[config.mk]
export PLATFORM = sky130hd
export DESIGN_NAME = bitmanip_writeback
export DESIGN_NICKNAME = d
export VERILOG_FILES = /design/src/hdl/bitmanip_cfg_pkg.sv /design/src/hdl/bitmanip_op_pkg.sv /design/src/hdl/bitmanip_writeback.sv
export SDC_FILE = /design/constraint.sdc
export NUM_CORES = 1
export LEC_CHECK = 0
export BUFFER_PORTS_ARGS = -buffer_cell sky130_fd_sc_hd__clkbuf_2
export CORE_UTILIZATION = 41
export CTS_BUF_LIST = sky130_fd_sc_hd__clkbuf_8 sky130_fd_sc_hd__clkbuf_16
export CTS_CLUSTER_DIAMETER = 40
export CTS_CLUSTER_SIZE = 40
export DETAILED_ROUTE_END_ITERATION = 10
export PLACE_DENSITY = 0.81
export SKIP_LAST_GASP = 1
export SLEW_MARGIN = 15
export SYNTH_ARGS = -nofsm -noshare
export SYNTH_HDL_FRONTEND = slang
export SYNTH_SLANG_ARGS = --single-unit
[constraint.sdc]
create_clock -name clk_i -period 0.8 [get_ports clk_i]
set_clock_uncertainty 0.05 [all_clocks]
set_input_delay 0.16 -clock clk_i [delete_from_list [all_inputs] [get_ports clk_i]]
set_output_delay 0.16 -clock clk_i [all_outputs]
set_load 0.005 [all_outputs]
[src/hdl/bitmanip_cfg_pkg.sv]
/* data-path widths and word types of the bit-manipulation co-processor
   XLEN is fixed at 32, because the byte and half-word logic is written for RV32 only */
package bitmanip_cfg_pkg;

  // ------------------------------
  // widths
  // ------------------------------
  localparam int XLEN    = 32; // data path
  localparam int SHAMT_W = 5;  // bit index into one word
  localparam int CNT_W   = 6;  // clmul iteration count, must hold XLEN

  // ------------------------------
  // vector types
  // ------------------------------
  typedef logic [XLEN-1:0]    xlen_t;    // operand / result word
  typedef logic [2*XLEN-1:0]  dprod_t;   // full carry-less product
  typedef logic [SHAMT_W-1:0] shamt_t;   // bit position
  typedef logic [11:0]        funct12_t; // instr[31:20]
  typedef logic [2:0]         funct3_t;  // instr[14:12]

  // mirror a word, msb <-> lsb
  // clmulr runs the plain multiplier on mirrored operands and mirrors the result
  function automatic xlen_t bit_rev(input xlen_t v);
    xlen_t r;
    for (int i = 0; i < XLEN; i++) begin
      r[i] = v[XLEN-1-i];
    end
    return r;
  endfunction

endpackage

[src/hdl/bitmanip_op_pkg.sv]
/* one-hot operation vector shared by decode, issue, execute and writeback
   OP_MAX is a qualifier raised together with OP_MINMAX and is not an operation on its own */
package bitmanip_op_pkg;

  // ------------------------------
  // Zbb
  // ------------------------------
  localparam int OP_ANDN   = 0;
  localparam int OP_ORN    = 1;
  localparam int OP_XNOR   = 2;
  localparam int OP_MINMAX = 3;  // min, minu, max, maxu
  localparam int OP_MAX    = 4;  // qualifier, set for max/maxu
  localparam int OP_SEXTB  = 5;
  localparam int OP_SEXTH  = 6;
  localparam int OP_ZEXTH  = 7;
  localparam int OP_ORCB   = 8;
  localparam int OP_REV8   = 9;

  // ------------------------------
  // Zba / Zbs
  // ------------------------------
  localparam int OP_SHADD  = 10; // sh1add, sh2add, sh3add
  localparam int OP_BCLR   = 11;
  localparam int OP_BEXT   = 12;
  localparam int OP_BINV   = 13;
  localparam int OP_BSET   = 14;

  // ------------------------------
  // Zbc, multi-cycle
  // ------------------------------
  localparam int OP_CLMUL  = 15;
  localparam int OP_CLMULH = 16;
  localparam int OP_CLMULR = 17;

  localparam int OP_W = OP_CLMULR + 1; // vector width

  typedef logic [OP_W-1:0] op_vec_t;

  // shift distance of shNadd, taken from funct3[2:1]
  localparam logic [1:0] SHADD_1 = 2'b01; // sh1add, funct3 010
  localparam logic [1:0] SHADD_2 = 2'b10; // sh2add, funct3 100
  localparam logic [1:0] SHADD_3 = 2'b11; // sh3add, funct3 110

endpackage

[src/hdl/bitmanip_writeback.sv]
`timescale 1ns/1ps
/* result select and output register, no back-pressure
   res_o is non-zero only in the cycle valid_o is high */
module bitmanip_writeback (
  input  logic                     clk_i,
  input  logic                     rstn_i,    // async, active low
  input  logic                     done_i,    // one-cycle pulse from issue
  input  bitmanip_op_pkg::op_vec_t op_i,
  input  bitmanip_cfg_pkg::xlen_t  alu_res_i, // zero for clmul ops
  input  bitmanip_cfg_pkg::dprod_t prod_i,
  output bitmanip_cfg_pkg::xlen_t  res_o,
  output logic                     valid_o
);
  import bitmanip_cfg_pkg::*;
  import bitmanip_op_pkg::*;

  xlen_t res_sel; // chosen source

  // ------------------------------
  // source select
  // ------------------------------
  always_comb begin : src_mux
    res_sel = alu_res_i;
    if (op_i[OP_CLMUL]) begin
      res_sel = prod_i[XLEN-1:0];
    end else if (op_i[OP_CLMULH]) begin
      res_sel = prod_i[2*XLEN-1:XLEN];
    end else if (op_i[OP_CLMULR]) begin
      res_sel = bit_rev(prod_i[XLEN-1:0]); // operands were mirrored on load
    end
  end

  always_ff @(posedge clk_i or negedge rstn_i) begin : out_reg
    if (!rstn_i) begin
      res_o   <= '0;
      valid_o <= 1'b0;
    end else begin
      res_o   <= done_i ? res_sel : '0; // zero between results
      valid_o <= done_i;
    end
  end

endmodule

After elaboration in Yosys (flattened, before gate mapping)
Cells that the tools add are included.
{"block": "totals", "register_bits": 33, "input_bits": 117, "out_inout_bits": 33}
{"block": "op_classes", "muxes": 4}
{"op": "32-bit 2-to-1 mux", "count": 4}

Logic depth before layout (Yosys ltp)
{"block": "depth", "depth_word": 4, "ltp_mapped": 5, "ltp_nobuf": 2}

Worst setup path before layout
No wires, ideal clock.
{"block": "synth_path", "kind": "input to register", "start": "input port op_i[15]", "end": "register res_o[10]", "setup_time_ns": 0.086, "arrival_ns": 1.055, "slack_ns": -0.391, "path_stages": 5, "n_path_buf": 3, "cell_sequence": "buf_6 -> or3b_1 -> buf_2 -> buf_6 -> o221ai_2"}
{"block": "synth_via", "elab_chain_cells": 2}
{"item": "start: declaration", "line_no": "bitmanip_writeback.sv:8", "source": "input bitmanip_op_pkg::op_vec_t op_i,"}
{"item": "32-bit 2-to-1 mux", "line_no": "bitmanip_writeback.sv:24", "source": "if (op_i[OP_CLMUL]) begin"}
{"item": "32-bit 2-to-1 mux", "line_no": "bitmanip_writeback.sv:38", "source": "res_o <= done_i ? res_sel : '0;"}
{"item": "end signal: assignment", "line_no": "bitmanip_writeback.sv:38"}
{"item": "end: declaration", "line_no": "bitmanip_writeback.sv:11", "source": "output bitmanip_cfg_pkg::xlen_t res_o,"}
Every way passes these cells.

Final worst setup path
{"block": "layout_path", "start": "register res_o[0]", "end": "output port res_o[0]"}
No word-level cell between the ends.

==> summary.md <==
| Metric | Value |
|---|---|
| Worst vdd ir | `about 800 µV` |
| Final instance area | `0.00313 mm²` |
| Num CTS Buffers | `5` |
| DR iter-0 viols | `about 120` |
| Final Max Slew Viols | `0` |
| Status | `finished with violations` |
| Final wirelength | `6.00 mm` |
| Grt total ovfl | `0` |
| Syn Inst Count | `185` |
| Starting Density | `0.427` |
| Vias per cell | `5.33` |
| I/O Pins | `150` |
| Yosys warns | `0` |
| N_diodes | `0` |
| Net Count, Synth | `302` |
| Final Non-Filler Cells | `between 300 and 400` |
| Netlist cell types | `13` |
| Area added between synthesis and finish | `54.3%` |
| Largest delay share family, worst path | `flip-flops` |
| Gr usage total | `0.225` |
| Hold Path Class | `in -> reg` |
| Synthesized area | `slightly above 0.002 mm²` |
| Post-DP HPWL | `between 4 and 5 mm` |
| Final WS setup | `-0.180 ns` |
| CP Launch Type | `flip-flop` |
| Slowest cell on crit path | `dfrtp_1` |
| Proportion of layout cells with a drive suffix above 1 | `0.590` |
| DRC errors left | `0` |
| Max clock buf depth | `2` |
| Clk slew on worst S/H paths | `roughly 0.070 ns` |
| Post-route ant nets | `0` |
| Largest cells by area after synthesis | `dfrtp_1, o221ai_2, mux2i_1` |
| DRT Pass-1 Iters | `4` |
| Root Driver | `clkbuf_8` |
| CP bufs+invs | `1` |
| Final Setup Violations | `65` |
| Final Hold Viols | `0` |
| Synth Flop Type | `dfrtp_1` |
| Via Count | `2075` |
| RePlAce Congestion | `0.773` |
| Static leakage | `between 1.5 and 2 nW` |
| CTS tree | `yes` |
| Initial antenna violation count | `0` |
| Fin nets | `roughly 440` |
| Crit Path Max Fanout | `1` |
| Mapped Avg Cell Area | `11.0 µm²` |
| Die Ht | `72.4 µm` |
| DP Cell Count | `~380` |
| Core Rows | `25` |
| Pwr dens | `between 1000 and 1500 mW/mm²` |
| Yosys top cell area share | `0.407` |
| Place WS | `-0.548 ns` |
| Post-layout minimum cycle time | `about 1 ns` |
| CP Cell Sequence | `clkbuf_2` |
| Yosys top cell by area | `dfrtp_1` |
| Actual slew at the worst max-slew pin | `0.435 ns` |
| Vias in the first global route | `approximately 2000` |
| Worst EP required | `between 0.5 and 0.6 ns` |
| Worst rel slew slack | `0.710` |
| RSZ-0062 raised after global routing | `yes` |
| CP Data Arrival Time | `roughly 0.77 ns` |
| Kind of critical path | `reg -> out` |
| Post-synthesis sequential area ratio | `0.407` |
| Full die area | `0.00524 mm²` |
| Element type at the critical path end | `primary output` |
| Most frequent cell after synthesis | `dfrtp_1` |
| Largest net degree at the start of global routing | `66` |
| Asr flop ratio synth | `1.00` |
| First-pass GRT wire length | `between 9 and 10 mm` |
| Htree depth | `2` |
| Slowest stage delay, CP | `0.37 ns` |
| Top post-synthesis cells by count | `dfrtp_1, mux2i_1, nand3_1` |
| Core area | `0.00475 mm²` |
| CTS sink cnt | `33` |
| Port Buffers | `between 100 and 150` |
| Die Wd | `just over 70 µm` |
| Post-synthesis register bit count | `33` |
| EDFF count, synth | `0` |
| Failing checks | `setup timing` |
| Max-cap violations | `0` |
| Core Util, Final | `0.659` |
| Per-cell routed wire length | `around 15 µm` |
| F_max | `1020 MHz` |
| Min Hold Slack | `0.0932 ns` |
| Area after DPL | `between 0.002 and 0.003 mm²` |
| Tcrit/Tclk final | `1.23` |
[metal layers]
layer | GRT usage | part of all wire
met5 | 0 | 0
met4 | 0.0871 | 0.019
met3 | 0.0264 | 0.044
met2 | 0.398 | 0.53
met1 | 0.281 | 0.40
[cell families after synthesis]
family | count (synthesis) | synth area share
mux | 32 | 0.158
compound gates | 32 | 0.227
flops | 33 | 0.407
buf+inv | 22 | 0.0610
simple gates | 66 | 0.148
[tightest hold or removal path: stages]
cell and delay [ns]:
clkbuf_2 0.09, nand3_1 0.08, o221ai_2 0.06
[timing repair]
item	4_1_cts	5_1_grt
cloned	2	1
endpoints found under the hold margin	33	0
hold buffers	1	0
pin swaps	5	17
resized for setup	8	11
buffers inserted	0	1
setup endpoints to repair	65	65
[cell type report]
cell class              count  area (µm²)
clock buffers               6        82.6
clock inverters             2        33.8
fillers                   400        1620
multi-input cells         130        1130
flip-flops and latches     33         826
well taps                  67        83.8
repair buffers            151         975
[worst paths after layout]
kind | slack [ns] | from | cells past startpoint | to
min in group asynchronous | 0.33 | rstn_i | 3 | res_o[12]
min | 0.09 | prod_i[0] | 3 | res_o[0]
max | -0.18 | res_o[0] | 1 | res_o[0]
max in group asynchronous | 0.18 | rstn_i | 3 | res_o[26]
[power breakdown]
group / switching (mW) / total (mW) / internal (mW)
clock network: 0.593 / 1.60 / 1.00
logic: 0.579 / 1.20 / 0.617
registers: 0.0382 / 1.83 / 1.80
total: 1.21 / 4.62 / 3.41
[cells in the final DEF (no fill, tap or decap), types with 2 or more instances in the layout]
master,n
o221ai_4,3
nand3_1,32
clkbuf_8,6
nand2_1,31
dfrtp_1,33
buf_12,8
clkbuf_2,132
buf_4,4
mux2i_1,32
o221ai_2,28
buf_16,2
buf_6,3
[state kept, by name (all words and copies together) (netlist names)]
name and flops:
res_o 32, valid_o 1
[per-stage QoR]
step | total power [mW] | TNS [ns]
final | 4.62 | -10.13
after global routing | 4.85 | -11.50
after CTS | 4.62 | -10.83
after detailed placement | 2.96 | -16.42
after global placement | 2.93 | -15.42
after floorplan | 2.40 | -12.16
Note: power is estimated with default switching activity, not from simulation.
