`config.mk`:
```
export PLATFORM = sky130hd
export DESIGN_NAME = bitmanip_issue
export DESIGN_NICKNAME = d
export VERILOG_FILES = /design/src/hdl/bitmanip_cfg_pkg.sv /design/src/hdl/bitmanip_op_pkg.sv /design/src/hdl/bitmanip_issue.sv
export SDC_FILE = /design/constraint.sdc
export NUM_CORES = 1
export LEC_CHECK = 0
export BUFFER_PORTS_ARGS = -buffer_cell sky130_fd_sc_hd__buf_2
export CORE_MARGIN = 3
export CORE_UTILIZATION = 38
export DETAILED_ROUTE_END_ITERATION = 7
export PLACE_DENSITY_LB_ADDON = 0.08
export SYNTH_ARGS = -nofsm -noshare
export SYNTH_HDL_FRONTEND = slang
export SYNTH_SLANG_ARGS = --single-unit
```
`constraint.sdc`:
```
create_clock -name clk_i -period 1.95 [get_ports clk_i]
set_clock_uncertainty 0.2 [all_clocks]
set_input_delay 0.0975 -clock clk_i [delete_from_list [all_inputs] [get_ports clk_i]]
set_output_delay 0.0975 -clock clk_i [all_outputs]
set_load 0.01 [all_outputs]
```
`src/hdl/bitmanip_cfg_pkg.sv`:
```
/* data-path widths and word types of the bit-manipulation co-processor
   XLEN is fixed at 32, because the byte and half-word logic is written for RV32 only */
package bitmanip_cfg_pkg;

  // ------------------------------
  // widths
  // ------------------------------
  localparam int XLEN    = 32; // data path
  localparam int SHAMT_W = 5;  // bit index into one word
  localparam int CNT_W   = 6;  // clmul iteration count, must hold XLEN

  // ------------------------------
  // vector types
  // ------------------------------
  typedef logic [XLEN-1:0]    xlen_t;    // operand / result word
  typedef logic [2*XLEN-1:0]  dprod_t;   // full carry-less product
  typedef logic [SHAMT_W-1:0] shamt_t;   // bit position
  typedef logic [11:0]        funct12_t; // instr[31:20]
  typedef logic [2:0]         funct3_t;  // instr[14:12]

  // mirror a word, msb <-> lsb
  // clmulr runs the plain multiplier on mirrored operands and mirrors the result
  function automatic xlen_t bit_rev(input xlen_t v);
    xlen_t r;
    for (int i = 0; i < XLEN; i++) begin
      r[i] = v[XLEN-1-i];
    end
    return r;
  endfunction

endpackage

```
`src/hdl/bitmanip_op_pkg.sv`:
```
/* one-hot operation vector shared by decode, issue, execute and writeback
   OP_MAX is a qualifier raised together with OP_MINMAX and is not an operation on its own */
package bitmanip_op_pkg;

  // ------------------------------
  // Zbb
  // ------------------------------
  localparam int OP_ANDN   = 0;
  localparam int OP_ORN    = 1;
  localparam int OP_XNOR   = 2;
  localparam int OP_MINMAX = 3;  // min, minu, max, maxu
  localparam int OP_MAX    = 4;  // qualifier, set for max/maxu
  localparam int OP_SEXTB  = 5;
  localparam int OP_SEXTH  = 6;
  localparam int OP_ZEXTH  = 7;
  localparam int OP_ORCB   = 8;
  localparam int OP_REV8   = 9;

  // ------------------------------
  // Zba / Zbs
  // ------------------------------
  localparam int OP_SHADD  = 10; // sh1add, sh2add, sh3add
  localparam int OP_BCLR   = 11;
  localparam int OP_BEXT   = 12;
  localparam int OP_BINV   = 13;
  localparam int OP_BSET   = 14;

  // ------------------------------
  // Zbc, multi-cycle
  // ------------------------------
  localparam int OP_CLMUL  = 15;
  localparam int OP_CLMULH = 16;
  localparam int OP_CLMULR = 17;

  localparam int OP_W = OP_CLMULR + 1; // vector width

  typedef logic [OP_W-1:0] op_vec_t;

  // shift distance of shNadd, taken from funct3[2:1]
  localparam logic [1:0] SHADD_1 = 2'b01; // sh1add, funct3 010
  localparam logic [1:0] SHADD_2 = 2'b10; // sh2add, funct3 100
  localparam logic [1:0] SHADD_3 = 2'b11; // sh3add, funct3 110

endpackage

```
`src/hdl/bitmanip_issue.sv`:
```
`timescale 1ns/1ps
/* operand capture and sequencing, one instruction in flight
   start_i is only honoured in idle; a trap ends a running clmul without a valid result */
module bitmanip_issue (
  input  logic                      clk_i,
  input  logic                      rstn_i,        // async, active low
  input  logic                      start_i,       // one-cycle strobe
  input  logic                      trap_i,        // level, seen only while clmul runs
  input  bitmanip_op_pkg::op_vec_t  op_i,          // from decode, combinational
  input  bitmanip_cfg_pkg::funct3_t funct3_i,
  input  bitmanip_cfg_pkg::xlen_t   rs1_i,
  input  bitmanip_cfg_pkg::xlen_t   rs2_i,
  input  bitmanip_cfg_pkg::shamt_t  shamt_i,
  input  logic                      less_i,        // comparator, rs1 < rs2
  input  logic                      clmul_busy_i,
  output bitmanip_op_pkg::op_vec_t  op_o,
  output logic [1:0]                shadd_sel_o,   // funct3[2:1]
  output bitmanip_cfg_pkg::xlen_t   rs1_o,
  output bitmanip_cfg_pkg::xlen_t   rs2_o,
  output bitmanip_cfg_pkg::shamt_t  shamt_o,
  output logic                      less_o,
  output logic                      clmul_start_o, // one-cycle pulse
  output logic                      done_o         // one-cycle pulse to writeback
);
  import bitmanip_op_pkg::*;

  typedef enum logic [1:0] {
    S_IDLE,      // wait for start
    S_START_MUL, // clmul loads, busy not visible yet
    S_BUSY_MUL   // wait for busy to drop or a trap
  } state_t;

  state_t state_q;
  logic   is_clmul; // incoming op needs the multiplier
  logic   accept;   // start taken this cycle

  assign is_clmul = op_i[OP_CLMUL] | op_i[OP_CLMULH] | op_i[OP_CLMULR];
  assign accept   = start_i && (state_q == S_IDLE);

  // ------------------------------
  // control FSM
  // ------------------------------
  always_ff @(posedge clk_i or negedge rstn_i) begin : ctrl_fsm
    if (!rstn_i) begin
      state_q       <= S_IDLE;
      op_o          <= '0;
      clmul_start_o <= 1'b0;
      done_o        <= 1'b0;
    end else begin
      clmul_start_o <= 1'b0; // pulses by default
      done_o        <= 1'b0;
      unique case (state_q)
        S_IDLE: begin
          if (start_i) begin
            op_o <= op_i;
            if (is_clmul) begin
              clmul_start_o <= 1'b1;
              state_q       <= S_START_MUL;
            end else begin
              done_o <= 1'b1; // single-cycle ops, result next cycle
            end
          end
        end
        S_START_MUL: begin
          state_q <= S_BUSY_MUL;
        end
        S_BUSY_MUL: begin
          if (!clmul_busy_i || trap_i) begin // finished or aborted
            done_o  <= 1'b1;
            state_q <= S_IDLE;
          end
        end
        default: begin
          state_q <= S_IDLE;
        end
      endcase
    end
  end

  // ------------------------------
  // operand registers
  // ------------------------------
  always_ff @(posedge clk_i) begin : operand_regs
    if (accept) begin
      rs1_o       <= rs1_i;
      rs2_o       <= rs2_i;
      shamt_o     <= shamt_i;
      less_o      <= less_i;
      shadd_sel_o <= funct3_i[2:1]; // shNadd distance
    end
  end

  // the CPU must not issue again before valid_o
  a_start_idle : assert property (@(posedge clk_i) disable iff (!rstn_i)
    start_i |-> (state_q == S_IDLE))
    else $error("issue: start while an instruction is in flight");

endmodule

```
# After elaboration in Yosys (flattened, before gate mapping)
# Index checks and enable logic that the tools add are counted.
# classes
eq_ne,5
mux,11
n_bitwise,2
reduce_logical,6
# ops
cell,n
$mux 1,6
$mux 2,3
$ne 2x2->1 const B,3
$pmux 2 s3,1
$reduce_and 3->1,1
$eq 2x1->1 const B,1
$eq 2x2->1 const B,1
$logic_not 2->1,1
$or 1x1->1,2
$pmux 1 s2,1
$reduce_and 2->1,1
$logic_and 1x1->1,1
$logic_not 1->1,1
$logic_or 1x1->1,1
# totals
elab_cells,33
in_bits,96
reg_bits,94
output_inout_bits,92

# Longest topological paths before layout
# logic_depth
ltp_word,5
depth_mapped,3
ltp_nobuf,2

# Least setup slack after synthesis
# Ideal clock, no wire load.
# synth_path
path_type,register to register
from,register state_q[1]
to,register op_o[11]
arrival_time_ps,1558
slack_ps,67
stages_incl_launch_ff,4
setup_ps,125
required_time_ps,1625
synth_period_minus_slack_ps,1883
n_path_buf,1
path_cell_list,dfrtp_1 > nor3b_4 > buf_6 > mux2_2
# synth_via
elab_chain_cells,2
# synth_lines
element,line,rtl
"start, declared",bitmanip_issue.sv:33,state_t state_q;
"start signal, assigned",bitmanip_issue.sv:45,state_q <= S_IDLE;
"start signal, assigned",bitmanip_issue.sv:58,state_q <= S_START_MUL;
"start signal, assigned",bitmanip_issue.sv:65,state_q <= S_BUSY_MUL;
$logic_not 2->1,bitmanip_issue.sv:52,unique case (state_q)
$reduce_and 2->1 (no line),--,
"end signal, assigned",bitmanip_issue.sv:55,op_o <= op_i;
"end, declared",bitmanip_issue.sv:16,"output bitmanip_op_pkg::op_vec_t op_o,"
# No other way between the ends.
# A chain may end at the register's enable or synchronous reset.

# Final worst setup path
# layout_path
from,register state_q[1]
to,register rs1_o[22] (enable)
# layout_via
elab_chain_cells,2
# layout_lines
element,line,rtl
$logic_not 2->1,bitmanip_issue.sv:38,assign accept = start_i && (state_q == S_IDLE);
$logic_and 1x1->1,bitmanip_issue.sv:38,
"end signal, assigned",bitmanip_issue.sv:85,rs1_o <= rs1_i;
"end, declared",bitmanip_issue.sv:18,"output bitmanip_cfg_pkg::xlen_t rs1_o,"
# No other way between the ends.

==> impl_metrics.yaml <==
run_status:
  status: "finished, final reports clean"
final_layout:
  nets: 512
  finalNonFillerCells: 521
  final_cell_area_um2: 5240
  nFillCells: 528
  syn_to_final_growth_pct: 74.0
  drive_gt1_share_pct: 53.4
pwr:
  internal-power_mw: 3.64
  p_sw_mw: 1.25
  clockPowerShare_pct: 25.5
  sw_frac_of_total_pct: 25.6
  p_per_area_nw_per_um2: 933
  p_leak_nw: 2.28
  p_seq_share_pct: 53.6
  pwr-share-comb_pct: 20.9
  vdd_ir_drop_max_v: 0.000631
setup_path:
  worst-path-buf-inv: 2
  reg2reg_depth: 3
  critPathSlowestCell: "dfrtp_1"
  cp_max_fo: 37
  crit_type: "register to register"
  required_ns: 1.81
  endpoint_kind: "register"
  critPathLaunchType: "register"
  cp_top_family: "buffers and inverters"
  timing.rr.end: "rs1_o[22]"
  max_stage_delay_ns: 0.44
  crit_arrival_ns: 1.60
  reg2reg_slack_ns: 0.21
  path_cells: "nor3b_4, buf_12, buf_4"
  r2r_start: "state_q[1]"
yosys:
  syn_nets: 219
  ys_seq_elements: 94
  syn_area_um2: 3010
  avgSynthCellArea_um2: 24.5
  ys_seq_area_share_pct: 90.1
  ys_warn_count: 0
  syn-instance-count: 123
  synth_cell_types: 12
timing:
  period_needed_ns: 1.74
  final_hold_viol_count: 0
  hold_ws_ns: 0.0561
  setup_tns_ns: 0
  slew_headroom_pct: 67.0
  final.setup.worst_slack_ns: 0.207
  setup_viol: 0
  worst_pin_slew_ns: 0.495
  rsz0062_at_grt: "no"
  min_period_over_period_pct: 89.4
  fmax_ghz: 0.574
  drv_slew: 0
clock_network:
  cts_setup_buffers: 0
  cts_buffers: 9
  clock-sinks: 94
  clockBufferDepth: 2
  cts-root-buf: "clkbuf_8"
  cts_tree: "yes"
  clk_latency_ns: 0.34
  htreeDepth: 3
  clk_pin_slew_ns: 0.09
routing:
  drt_wl_total_um: 7940
  first_pass_iters: 4
  detail_route.wl_per_cell_um: 15.2
  drtIter0Drc: 48
  ant_nets: 0
  vias: 2215
  routed_via_density: 4.25
  drc_errors: 0
global_routing:
  use_met1_pct: 17.8
  grt_max_degree: 41
  use_met3_pct: 5.18
  antenna_found_initial: 0
  met2_usage_pct: 33.5
  track_usage_pct: 17.8
  grt_pass1_vias: 2350
  top_usage_layer: "met2"
  grt_overflow: 0
  grt_pass1_wl_um: 11700
place:
  dp_worst_setup_slack_ns: 0.215
  dp_cells: 410
  placed_area_um2: 4100
  dpl.hpwl_um: 5150
  portBuffers: 186
  gp_congestion: 0.683
floorplanning:
  die_h_um: 95.0
  die_w_um: 95.0
  fp-row-count: 31
  die_area_um2: 9030
  ios: 188
  coreArea_um2: 7490
  start_util_pct: 40.2
flow_run:
  drv_cap: 0
min_path:
  hold_path.class: "primary input to asynchronous set/reset pin"
-- placed cells by master (no fill, tap or decap) --
| master | count |
|---|---|
| buf_2 | 186 |
| dlygate4sd3_1 | 94 |
| edfxtp_1 | 72 |
| dfrtp_1 | 22 |
| mux2_2 | 18 |
| clkbuf_8 | 9 |
| nor2b_1 | 2 |
| clkinvlp_4 | 2 |
| inv_6 | 2 |
| clkinv_2 | 2 |
| buf_12 | 2 |
| buf_4 | 2 |
| diode_2 | 1 |
| inv_1 | 1 |
| nand2b_1 | 1 |
| nor3_1 | 1 |
| nor3b_4 | 1 |
| a32o_1 | 1 |
| nand4bb_1 | 1 |
| o21ai_0 | 1 |
| bufinv_16 | 1 |
-- cells in the mapped netlist, drive strengths merged --
cell     instances  area share, %
nand4bb          1           0.37
nor3             1           0.17
a32o             1           0.33
inv              1           0.12
dfrtp           22             18
mux2            18            6.7
edfxtp          72             72
nor2b            2           0.42
nor3b            1           0.62
buf              2           0.75
o21ai            1           0.17
nand2b           1           0.21
-- area by class of cell --
| type | count | area [um2] | area share [%] |
|---|---|---|---|
| sequential | 94 | 2710 | 51.8 |
| tap | 99 | 124 | 2.37 |
| clock buffer | 9 | 124 | 2.37 |
| multi-input combinational | 26 | 272 | 5.18 |
| inverter | 1 | 3.75 | 0.0717 |
| timing repair buffer | 284 | 1930 | 36.8 |
| clock inverter | 7 | 72.6 | 1.39 |
| antenna | 1 | 2.50 | 0.0478 |
-- power by group through the flow --
stage,clock (mW),combinational (mW),sequential (mW)
6_report,1.24,1.02,2.62
5_1_grt,1.39,1.10,2.65
4_1_cts,1.29,1.03,2.62
3_5_place_dp,0,0.885,2.66
3_3_place_gp,0,0.872,2.65
2_1_floorplan,0,0.246,2.82
-- cells by family after synthesis --
family	after synthesis	share of synthesized area, %
simple gates	6	1.79
mux	18	6.73
buf+inv	3	0.873
compound gates	2	0.499
flops	94	90.1
-- worst max path at each step --
stage / startpoint / endpoint / slack (ns) / depth (start not counted)
finish: state_q[1] / rs1_o[22] / 0.21 / 3
global route: state_q[1] / shamt_o[0] / 0.14 / 3
CTS: state_q[1] / shamt_o[0] / 0.20 / 3
detailed placement: state_q[1] / rs1_o[3] / 0.21 / 3
global placement: state_q[1] / rs2_o[8] / 0.24 / 3
floorplan: state_q[1] / op_o[11] / 0.07 / 3
-- worst reg2reg max path: cells and delay by family, from the launching register on --
family	cells	cell delay, ns
buffers and inverters	2	0.48
DFF	1	0.44
and+or+nand+nor	1	0.34
-- routing by layer --
layer / share of wire (%) / up-vias
li1: - / 1062
met1: 35 / 1030
met5: 0 / -
met4: 2.2 / 0
met3: 7.5 / 17
met2: 56 / 106
-- per-stage QoR --
| stage | util, % | total power [mW] |
|---|---|---|
| 2_1_floorplan | - | 3.06 |
| 3_3_place_gp | 54.7 | 3.52 |
| 3_5_place_dp | 54.7 | 3.54 |
| 4_1_cts | 69.9 | 4.94 |
| 5_1_grt | 69.9 | 5.14 |
| 6_report | 70.0 | 4.89 |
-- registers in the layout, summed over array words and instances (netlist names) --
signal / count
op_o: 18
clmul_start_o: 1
shadd_sel_o: 2
less_o: 1
shamt_o: 5
state_q: 2
rs1_o: 32
rs2_o: 32
done_o: 1
-- timing repair --
item / 4_1_cts / 5_1_grt
hold endpoints to repair: 116 / 0
gates resized for setup: 0 / 0
setup endpoints to repair: 0 / 0
hold buffers: 94 / 0
(Power assumes the default switching activity.)
