File: src/hdl/bitmanip_cfg_pkg.sv
/* data-path widths and word types of the bit-manipulation co-processor
   XLEN is fixed at 32, because the byte and half-word logic is written for RV32 only */
package bitmanip_cfg_pkg;

  // ------------------------------
  // widths
  // ------------------------------
  localparam int XLEN    = 32; // data path
  localparam int SHAMT_W = 5;  // bit index into one word
  localparam int CNT_W   = 6;  // clmul iteration count, must hold XLEN

  // ------------------------------
  // vector types
  // ------------------------------
  typedef logic [XLEN-1:0]    xlen_t;    // operand / result word
  typedef logic [2*XLEN-1:0]  dprod_t;   // full carry-less product
  typedef logic [SHAMT_W-1:0] shamt_t;   // bit position
  typedef logic [11:0]        funct12_t; // instr[31:20]
  typedef logic [2:0]         funct3_t;  // instr[14:12]

  // mirror a word, msb <-> lsb
  // clmulr runs the plain multiplier on mirrored operands and mirrors the result
  function automatic xlen_t bit_rev(input xlen_t v);
    xlen_t r;
    for (int i = 0; i < XLEN; i++) begin
      r[i] = v[XLEN-1-i];
    end
    return r;
  endfunction

endpackage

File: src/hdl/bitmanip_op_pkg.sv
/* one-hot operation vector shared by decode, issue, execute and writeback
   OP_MAX is a qualifier raised together with OP_MINMAX and is not an operation on its own */
package bitmanip_op_pkg;

  // ------------------------------
  // Zbb
  // ------------------------------
  localparam int OP_ANDN   = 0;
  localparam int OP_ORN    = 1;
  localparam int OP_XNOR   = 2;
  localparam int OP_MINMAX = 3;  // min, minu, max, maxu
  localparam int OP_MAX    = 4;  // qualifier, set for max/maxu
  localparam int OP_SEXTB  = 5;
  localparam int OP_SEXTH  = 6;
  localparam int OP_ZEXTH  = 7;
  localparam int OP_ORCB   = 8;
  localparam int OP_REV8   = 9;

  // ------------------------------
  // Zba / Zbs
  // ------------------------------
  localparam int OP_SHADD  = 10; // sh1add, sh2add, sh3add
  localparam int OP_BCLR   = 11;
  localparam int OP_BEXT   = 12;
  localparam int OP_BINV   = 13;
  localparam int OP_BSET   = 14;

  // ------------------------------
  // Zbc, multi-cycle
  // ------------------------------
  localparam int OP_CLMUL  = 15;
  localparam int OP_CLMULH = 16;
  localparam int OP_CLMULR = 17;

  localparam int OP_W = OP_CLMULR + 1; // vector width

  typedef logic [OP_W-1:0] op_vec_t;

  // shift distance of shNadd, taken from funct3[2:1]
  localparam logic [1:0] SHADD_1 = 2'b01; // sh1add, funct3 010
  localparam logic [1:0] SHADD_2 = 2'b10; // sh2add, funct3 100
  localparam logic [1:0] SHADD_3 = 2'b11; // sh3add, funct3 110

endpackage

File: src/hdl/bitmanip_alu.sv
`timescale 1ns/1ps
/* single-cycle execute on the registered operands
   res_o is the OR of all gated partial results, zero for clmul ops */
module bitmanip_alu (
  input  bitmanip_op_pkg::op_vec_t op_i,
  input  logic [1:0]               shadd_sel_i, // shNadd distance
  input  bitmanip_cfg_pkg::xlen_t  rs1_i,
  input  bitmanip_cfg_pkg::xlen_t  rs2_i,
  input  bitmanip_cfg_pkg::shamt_t shamt_i,
  input  logic                     less_i,      // signedness already applied by the CPU
  output bitmanip_cfg_pkg::xlen_t  res_o
);
  import bitmanip_cfg_pkg::*;
  import bitmanip_op_pkg::*;

  xlen_t orcb;   // per byte all-ones if any bit set
  xlen_t rev8;   // byte swap
  xlen_t rs1_sh; // rs1 shifted for shNadd
  xlen_t shadd;
  xlen_t mask;   // one-hot of shamt

  // ------------------------------
  // byte-wise helpers
  // ------------------------------
  for (genvar b = 0; b < XLEN/8; b++) begin : g_byte
    assign orcb[8*b +: 8] = {8{|rs1_i[8*b +: 8]}};
    assign rev8[8*b +: 8] = rs1_i[XLEN-8-8*b +: 8]; // byte b <- byte n-1-b
  end

  // address generation
  always_comb begin : shift_add
    unique case (shadd_sel_i)
      SHADD_1: rs1_sh = rs1_i << 1;
      SHADD_2: rs1_sh = rs1_i << 2;
      SHADD_3: rs1_sh = rs1_i << 3;
      default: rs1_sh = '0; // not decoded as shNadd
    endcase
  end

  assign shadd = rs2_i + rs1_sh;
  assign mask  = xlen_t'(1) << shamt_i;

  // ------------------------------
  // gated result OR
  // ------------------------------
  always_comb begin : res_or
    res_o = '0;
    // logic with negate
    if (op_i[OP_ANDN]) res_o |= rs1_i & ~rs2_i;
    if (op_i[OP_ORN])  res_o |= rs1_i | ~rs2_i;
    if (op_i[OP_XNOR]) res_o |= ~(rs1_i ^ rs2_i);
    // min takes rs1 when less, max when not less
    if (op_i[OP_MINMAX]) begin
      res_o |= (less_i ^ op_i[OP_MAX]) ? rs1_i : rs2_i;
    end
    // extensions
    if (op_i[OP_SEXTB]) res_o |= {{(XLEN-8){rs1_i[7]}}, rs1_i[7:0]};
    if (op_i[OP_SEXTH]) res_o |= {{(XLEN-16){rs1_i[15]}}, rs1_i[15:0]};
    if (op_i[OP_ZEXTH]) res_o |= {{(XLEN-16){1'b0}}, rs1_i[15:0]};
    if (op_i[OP_ORCB])  res_o |= orcb;
    if (op_i[OP_REV8])  res_o |= rev8;
    if (op_i[OP_SHADD]) res_o |= shadd;
    // single-bit
    if (op_i[OP_BCLR]) res_o |= rs1_i & ~mask;
    if (op_i[OP_BEXT]) res_o |= xlen_t'(|(rs1_i & mask)); // bit lands in lsb
    if (op_i[OP_BINV]) res_o |= rs1_i ^ mask;
    if (op_i[OP_BSET]) res_o |= rs1_i | mask;
  end

endmodule

File: config.mk
export PLATFORM = sky130hd
export DESIGN_NAME = bitmanip_alu
export DESIGN_NICKNAME = d
export VERILOG_FILES = /design/src/hdl/bitmanip_cfg_pkg.sv /design/src/hdl/bitmanip_op_pkg.sv /design/src/hdl/bitmanip_alu.sv
export SDC_FILE = /design/constraint.sdc
export NUM_CORES = 1
export LEC_CHECK = 0
export BUFFER_PORTS_ARGS = -buffer_cell sky130_fd_sc_hd__buf_2
export CAP_MARGIN = 20
export CORE_MARGIN = 5
export CORE_UTILIZATION = 45
export DETAILED_ROUTE_END_ITERATION = 7
export PLACE_DENSITY_LB_ADDON = 0.1
export SKIP_LAST_GASP = 1
export SYNTH_ARGS = -nofsm -noshare
export SYNTH_HDL_FRONTEND = slang
export SYNTH_SLANG_ARGS = --single-unit
File: constraint.sdc
create_clock -name vclk -period 5.85
set_input_delay 0.585 -clock vclk [all_inputs]
set_output_delay 0.585 -clock vclk [all_outputs]
set_load 0.005 [all_outputs]
# ---- After elaboration in Yosys (flattened, before gate mapping)
# Index checks and enable logic that the tools add are counted.
dict set report word_totals {
  in_bits 90
  elab_cells 50
  regBits 0
}
dict set report classes {
  n_reduce_logical 5
  n_shift 1
  n_mux 16
  bitwise_logic 24
  n_addsub 1
  eq_ne 3
}
# operator n
set op_table {}
lappend op_table {{2-to-1 mux 32 bit} 15}
lappend op_table {{bitwise OR 32 bit} 13}
lappend op_table {{bitwise AND 32 bit} 3}
lappend op_table {{inverter 32 bit} 3}
lappend op_table {{case mux 32 bit (3 select lines)} 1}
lappend op_table {{XOR 32 bit} 2}
lappend op_table {{adder 32 bit} 1}
lappend op_table {{bitwise OR 32 x 1 -> 32 bit} 1}
lappend op_table {{bitwise OR 32 x 16 -> 32 bit} 1}
lappend op_table {{OR reduction 32 bit} 1}
lappend op_table {{OR reduction 8 bit} 4}
lappend op_table {{<< shifter 1 x 5 -> 32 bit, first input constant} 1}
lappend op_table {{== test 2 bit, second input constant} 2}
lappend op_table {{== test 2 x 1 -> 1 bit, second input constant} 1}
lappend op_table {{XOR 1 bit} 1}

# ---- Logic depth before layout (Yosys ltp)
dict set report depth {
  word_depth 29
  ltp_mapped 15
  mapped_depth_nobuf 13
}

# ---- Worst setup path before layout
# No wires, ideal clock.
dict set report synth_timing {
  kind {input to output}
  from {input shadd_sel_i[0]}
  to {output res_o[30]}
  arrival_time_ps 3296
  t_required_ps 5265
  n_path_buf 3
  path_slack_ps 1969
  cell_stages 13
  cell_sequence {clkbuf_1 -> buf_1 -> mux2i_1 -> a21oi_1 -> ha_1 -> buf_6 -> a211oi_2 -> o21ai_1 -> a221oi_2 -> o31ai_4 -> a211oi_2 -> mux2i_1 -> nand4_1}
}
dict set report synth_between {
  elab_chain_cells 13
}
# element line_no
set synth_lines {}
lappend synth_lines {{start, declared} bitmanip_alu.sv:6} ;# input logic [1:0] shadd_sel_i,
lappend synth_lines {{== test 2 bit or == test 2 x 1 -> 1 bit (tied branches)} bitmanip_alu.sv:32} ;# unique case (shadd_sel_i)
lappend synth_lines {{case mux 32 bit (3 select lines) (*)} bitmanip_alu.sv:32}
lappend synth_lines {{adder 32 bit (*)} bitmanip_alu.sv:40} ;# assign shadd = rs2_i + rs1_sh;
lappend synth_lines {{bitwise OR 32 bit (*)} bitmanip_alu.sv:62} ;# if (op_i[OP_SHADD]) res_o |= shadd;
lappend synth_lines {{2-to-1 mux 32 bit (*)} bitmanip_alu.sv:62}
lappend synth_lines {{bitwise OR 32 bit} bitmanip_alu.sv:64} ;# if (op_i[OP_BCLR]) res_o |= rs1_i & ~mask;
lappend synth_lines {{2-to-1 mux 32 bit (*)} bitmanip_alu.sv:64}
lappend synth_lines {{bitwise OR 32 x 1 -> 32 bit} bitmanip_alu.sv:65} ;# if (op_i[OP_BEXT]) res_o |= xlen_t'(|(rs1_i & mask));
lappend synth_lines {{2-to-1 mux 32 bit (*)} bitmanip_alu.sv:65}
lappend synth_lines {{bitwise OR 32 bit} bitmanip_alu.sv:66} ;# if (op_i[OP_BINV]) res_o |= rs1_i ^ mask;
lappend synth_lines {{2-to-1 mux 32 bit (*)} bitmanip_alu.sv:66}
lappend synth_lines {{bitwise OR 32 bit} bitmanip_alu.sv:67} ;# if (op_i[OP_BSET]) res_o |= rs1_i | mask;
lappend synth_lines {{2-to-1 mux 32 bit (*)} bitmanip_alu.sv:67}
lappend synth_lines {{end, declared} bitmanip_alu.sv:11} ;# output bitmanip_cfg_pkg::xlen_t res_o
# Every way passes the cells marked *; elsewhere a longest branch is shown, timed or not.

# ---- Worst setup path in the final report
dict set report layout_timing {
  from {input shadd_sel_i[0]}
  to {output res_o[31]}
}
# Same word-level chain as after synthesis.

==> results.md <==
- Status: completed
- Iter 0 DRT Violations: 774
- Detail Route Antenna Nets: 0
- Final HPWL DP: 19,490 um
- Worst Setup End Kind: output pin
- Crit Path Class: input pin to output pin
- Die width: 133.9 um
- Row cnt: 45
- Crit start category: input pin
- Cell count after synthesis: 995
- Final Worst Setup Slack: 1198 ps
- Req. time, crit path: 5270 ps
- Multi-input gate area: 6276 um^2
- Hold Fails Final Rpt: 0
- Final number of max-transition violations: 0
- Worst-path fanout max: 32
- DR WL/cell: 21.25 um
- Min-Delay Path Class: input pin to output pin
- Setup Fix Bufs, Post-CTS: 0
- Top cell type's share of synthesized area: 0.3443
- Fin nets: 1,353
- Fmax: 215.0 MHz
- Max incr delay on CP: 490 ps
- Inserted Diodes: 0
- Pin count of the biggest net entering global routing: 35
- Core area: 15,150 um^2
- Hold buffers post-CTS: 0
- First-pass GRT wire length: 41,620 um
- VDD IR max: 0.07173 mV
- Fin Setup TNS: 0 ps
- Fin crit period: 4652 ps
- Area grow syn2layout: 9.821%
- Synthesis Warnings: 0
- Layout clock buffers: 0
- Power Density: 83.27 nW/um^2
- RSZ-0062 raised after global routing: no
- Register area share after synthesis: 0
- Final setup viols: 0
- Final period utilization: 0.7953
- Filler instances: 1,601
- Relative slew slack: 0.3503
- Starting Density: 0.4559
- CP max stage cell: buf_2
- Ports: 122
- Grt ovf: 0
- Share of cells above drive strength 1: 0.1374
- Largest area contributor in the netlist: ha_1
- Number of global-route vias before repair: 7,317
- Pleak: 0.003911 uW
- DRT Wirelength: 26,730 um
- Antenna violations before repair: 0
- Routed via count: 7,868
- CP Cell Sequence: buf_2 > buf_4 > nor2b_1 > nand2_1 > o21a_1 > fa_1 > nor2b_1 > o31ai_2 > a21oi_1 > o21ai_0 > a21oi_1 > a2111oi_2 > mux2i_1 > nand2_1 > buf_2
- WP data arrival: 4070 ps
- Register area: 0 um^2
- Worst-Margin Slew: 974.5 ps
- Die Y: 133.9 um
- Ranking of synthesized cells by area: ha_1 (34%), a21oi_1 (7.5%), nand2_1 (7.4%), o21ai_0 (6.5%), inv_1 (6.0%)
- Mapped Area: 6905 um^2
- Port bufs: 119
- Pre-CTS setup slack: 1212 ps
- Avg Cell Area, Syn: 6.940 um^2
- DRC: 0
- 1st-pass router iterations: 5
- Vias/cell: 6.254
- Post-CTS sizing: 0
- Placer Congestion: 0.9885
- GRT Overall Usage: 0.2866
- Max Cap Violations: 0
- Cell variety after synth: 71
- Synthesized Nets: 1,276
- Die footprint: 17,920 um^2
- Seq Cell Count: 0
[power by group]
part           internal [uW]  switching (uW)  leakage (uW)
clock network              0               0             0
registers                  0               0             0
logic                    230             402       0.00391
[worst max-delay path: cells and delay by family]
family                   cells  cell delay, ps
AND/OR/NAND/NOR              4             400
multiplexers                 1             230
buffers and inverters        3            1080
AO/OA/AOI/OAI                6            1540
adder cells (fa/ha/maj)      1             210
[cells in the mapped netlist, types with 5 or more instances]
library cell and number:
a22o_1 10, nor3_1 8, o22ai_1 5, clkbuf_1 45, ha_1 190, nand2b_1 5, nor2b_1 7, a222oi_1 21
a21o_1 7, o21ai_0 89, mux2i_1 20, a22oi_1 6, nor2_1 27, xnor2_1 11, nor4_1 18, a221oi_1 17
a221o_1 5, a211oi_1 5, nand2_1 137, nand3_1 10, xor2_1 13, inv_1 110, o21ai_1 10, a21oi_1 104
nand4_1 24, a2bb2oi_1 22
[routing by layer]
| layer | track usage | up-vias | wire [um] |
|---|---|---|---|
| li1 | - | 3769 | - |
| met1 | 0.4183 | 3730 | 12190 |
| met2 | 0.4733 | 345 | 12100 |
| met3 | 0.01725 | 24 | 2052 |
| met4 | 0.04229 | 0 | 389 |
| met5 | 0 | - | 0 |
[metrics by stage]
step	instance area (um^2)	instances	hold slack [ps]	power, uW	util
floorplan	6905	995	1268	414.7	-
global placement	7584	1258	1509	613.3	0.5007
detailed placement	7584	1258	1507	617.4	0.5007
CTS	7584	1258	1509	621.5	0.5007
global route	7584	1258	1549	697.3	0.5007
finish	7584	1258	1508	631.5	0.5007
[layout by cell type (no fill, tap or decap), types with 3 or more instances in the layout]
cell,netlist,layout
nor2b_1,7,6
a211oi_1,5,5
a222oi_1,21,21
a221oi_1,17,17
and2_1,4,4
nor3_1,8,8
o21a_1,4,4
or3_1,3,3
nand3_1,10,10
a2bb2oi_1,22,22
inv_1,110,110
a22o_1,10,10
buf_2,1,119
o21ai_1,10,10
nor4_1,18,18
buf_4,0,8
nand2b_1,5,5
mux2i_1,20,20
a21oi_1,104,104
a22oi_1,6,6
xnor2_1,11,11
a31oi_1,4,4
o22ai_1,5,5
xor2_1,13,13
o2111ai_1,4,4
ha_1,190,190
nand4_1,24,24
o21ai_0,89,89
nor2_1,27,27
a21o_1,7,7
a221o_1,5,5
nand2_1,137,137
[path summary, 6_finish.rpt]
path	start	endpoint	slack, ps	cells after the start
setup / recovery	shadd_sel_i[0]	res_o[31]	1200	15
hold / removal	rs2_i[3]	res_o[3]	1510	4
[cell type report]
type / count / share of cell area
inverters: 111 / 0.05494
multi-input cells: 832 / 0.8276
well taps: 188 / 0.03102
repair buffers: 127 / 0.08645
[kinds of logic after synthesis]
family	share of synthesized area
simple gates	0.1718
xor+xnor	0.03280
buf+inv	0.09150
compound gates	0.3278
fa+ha+maj	0.3472
mux	0.02899
No activity file was read; power rests on OpenSTA's default activity.
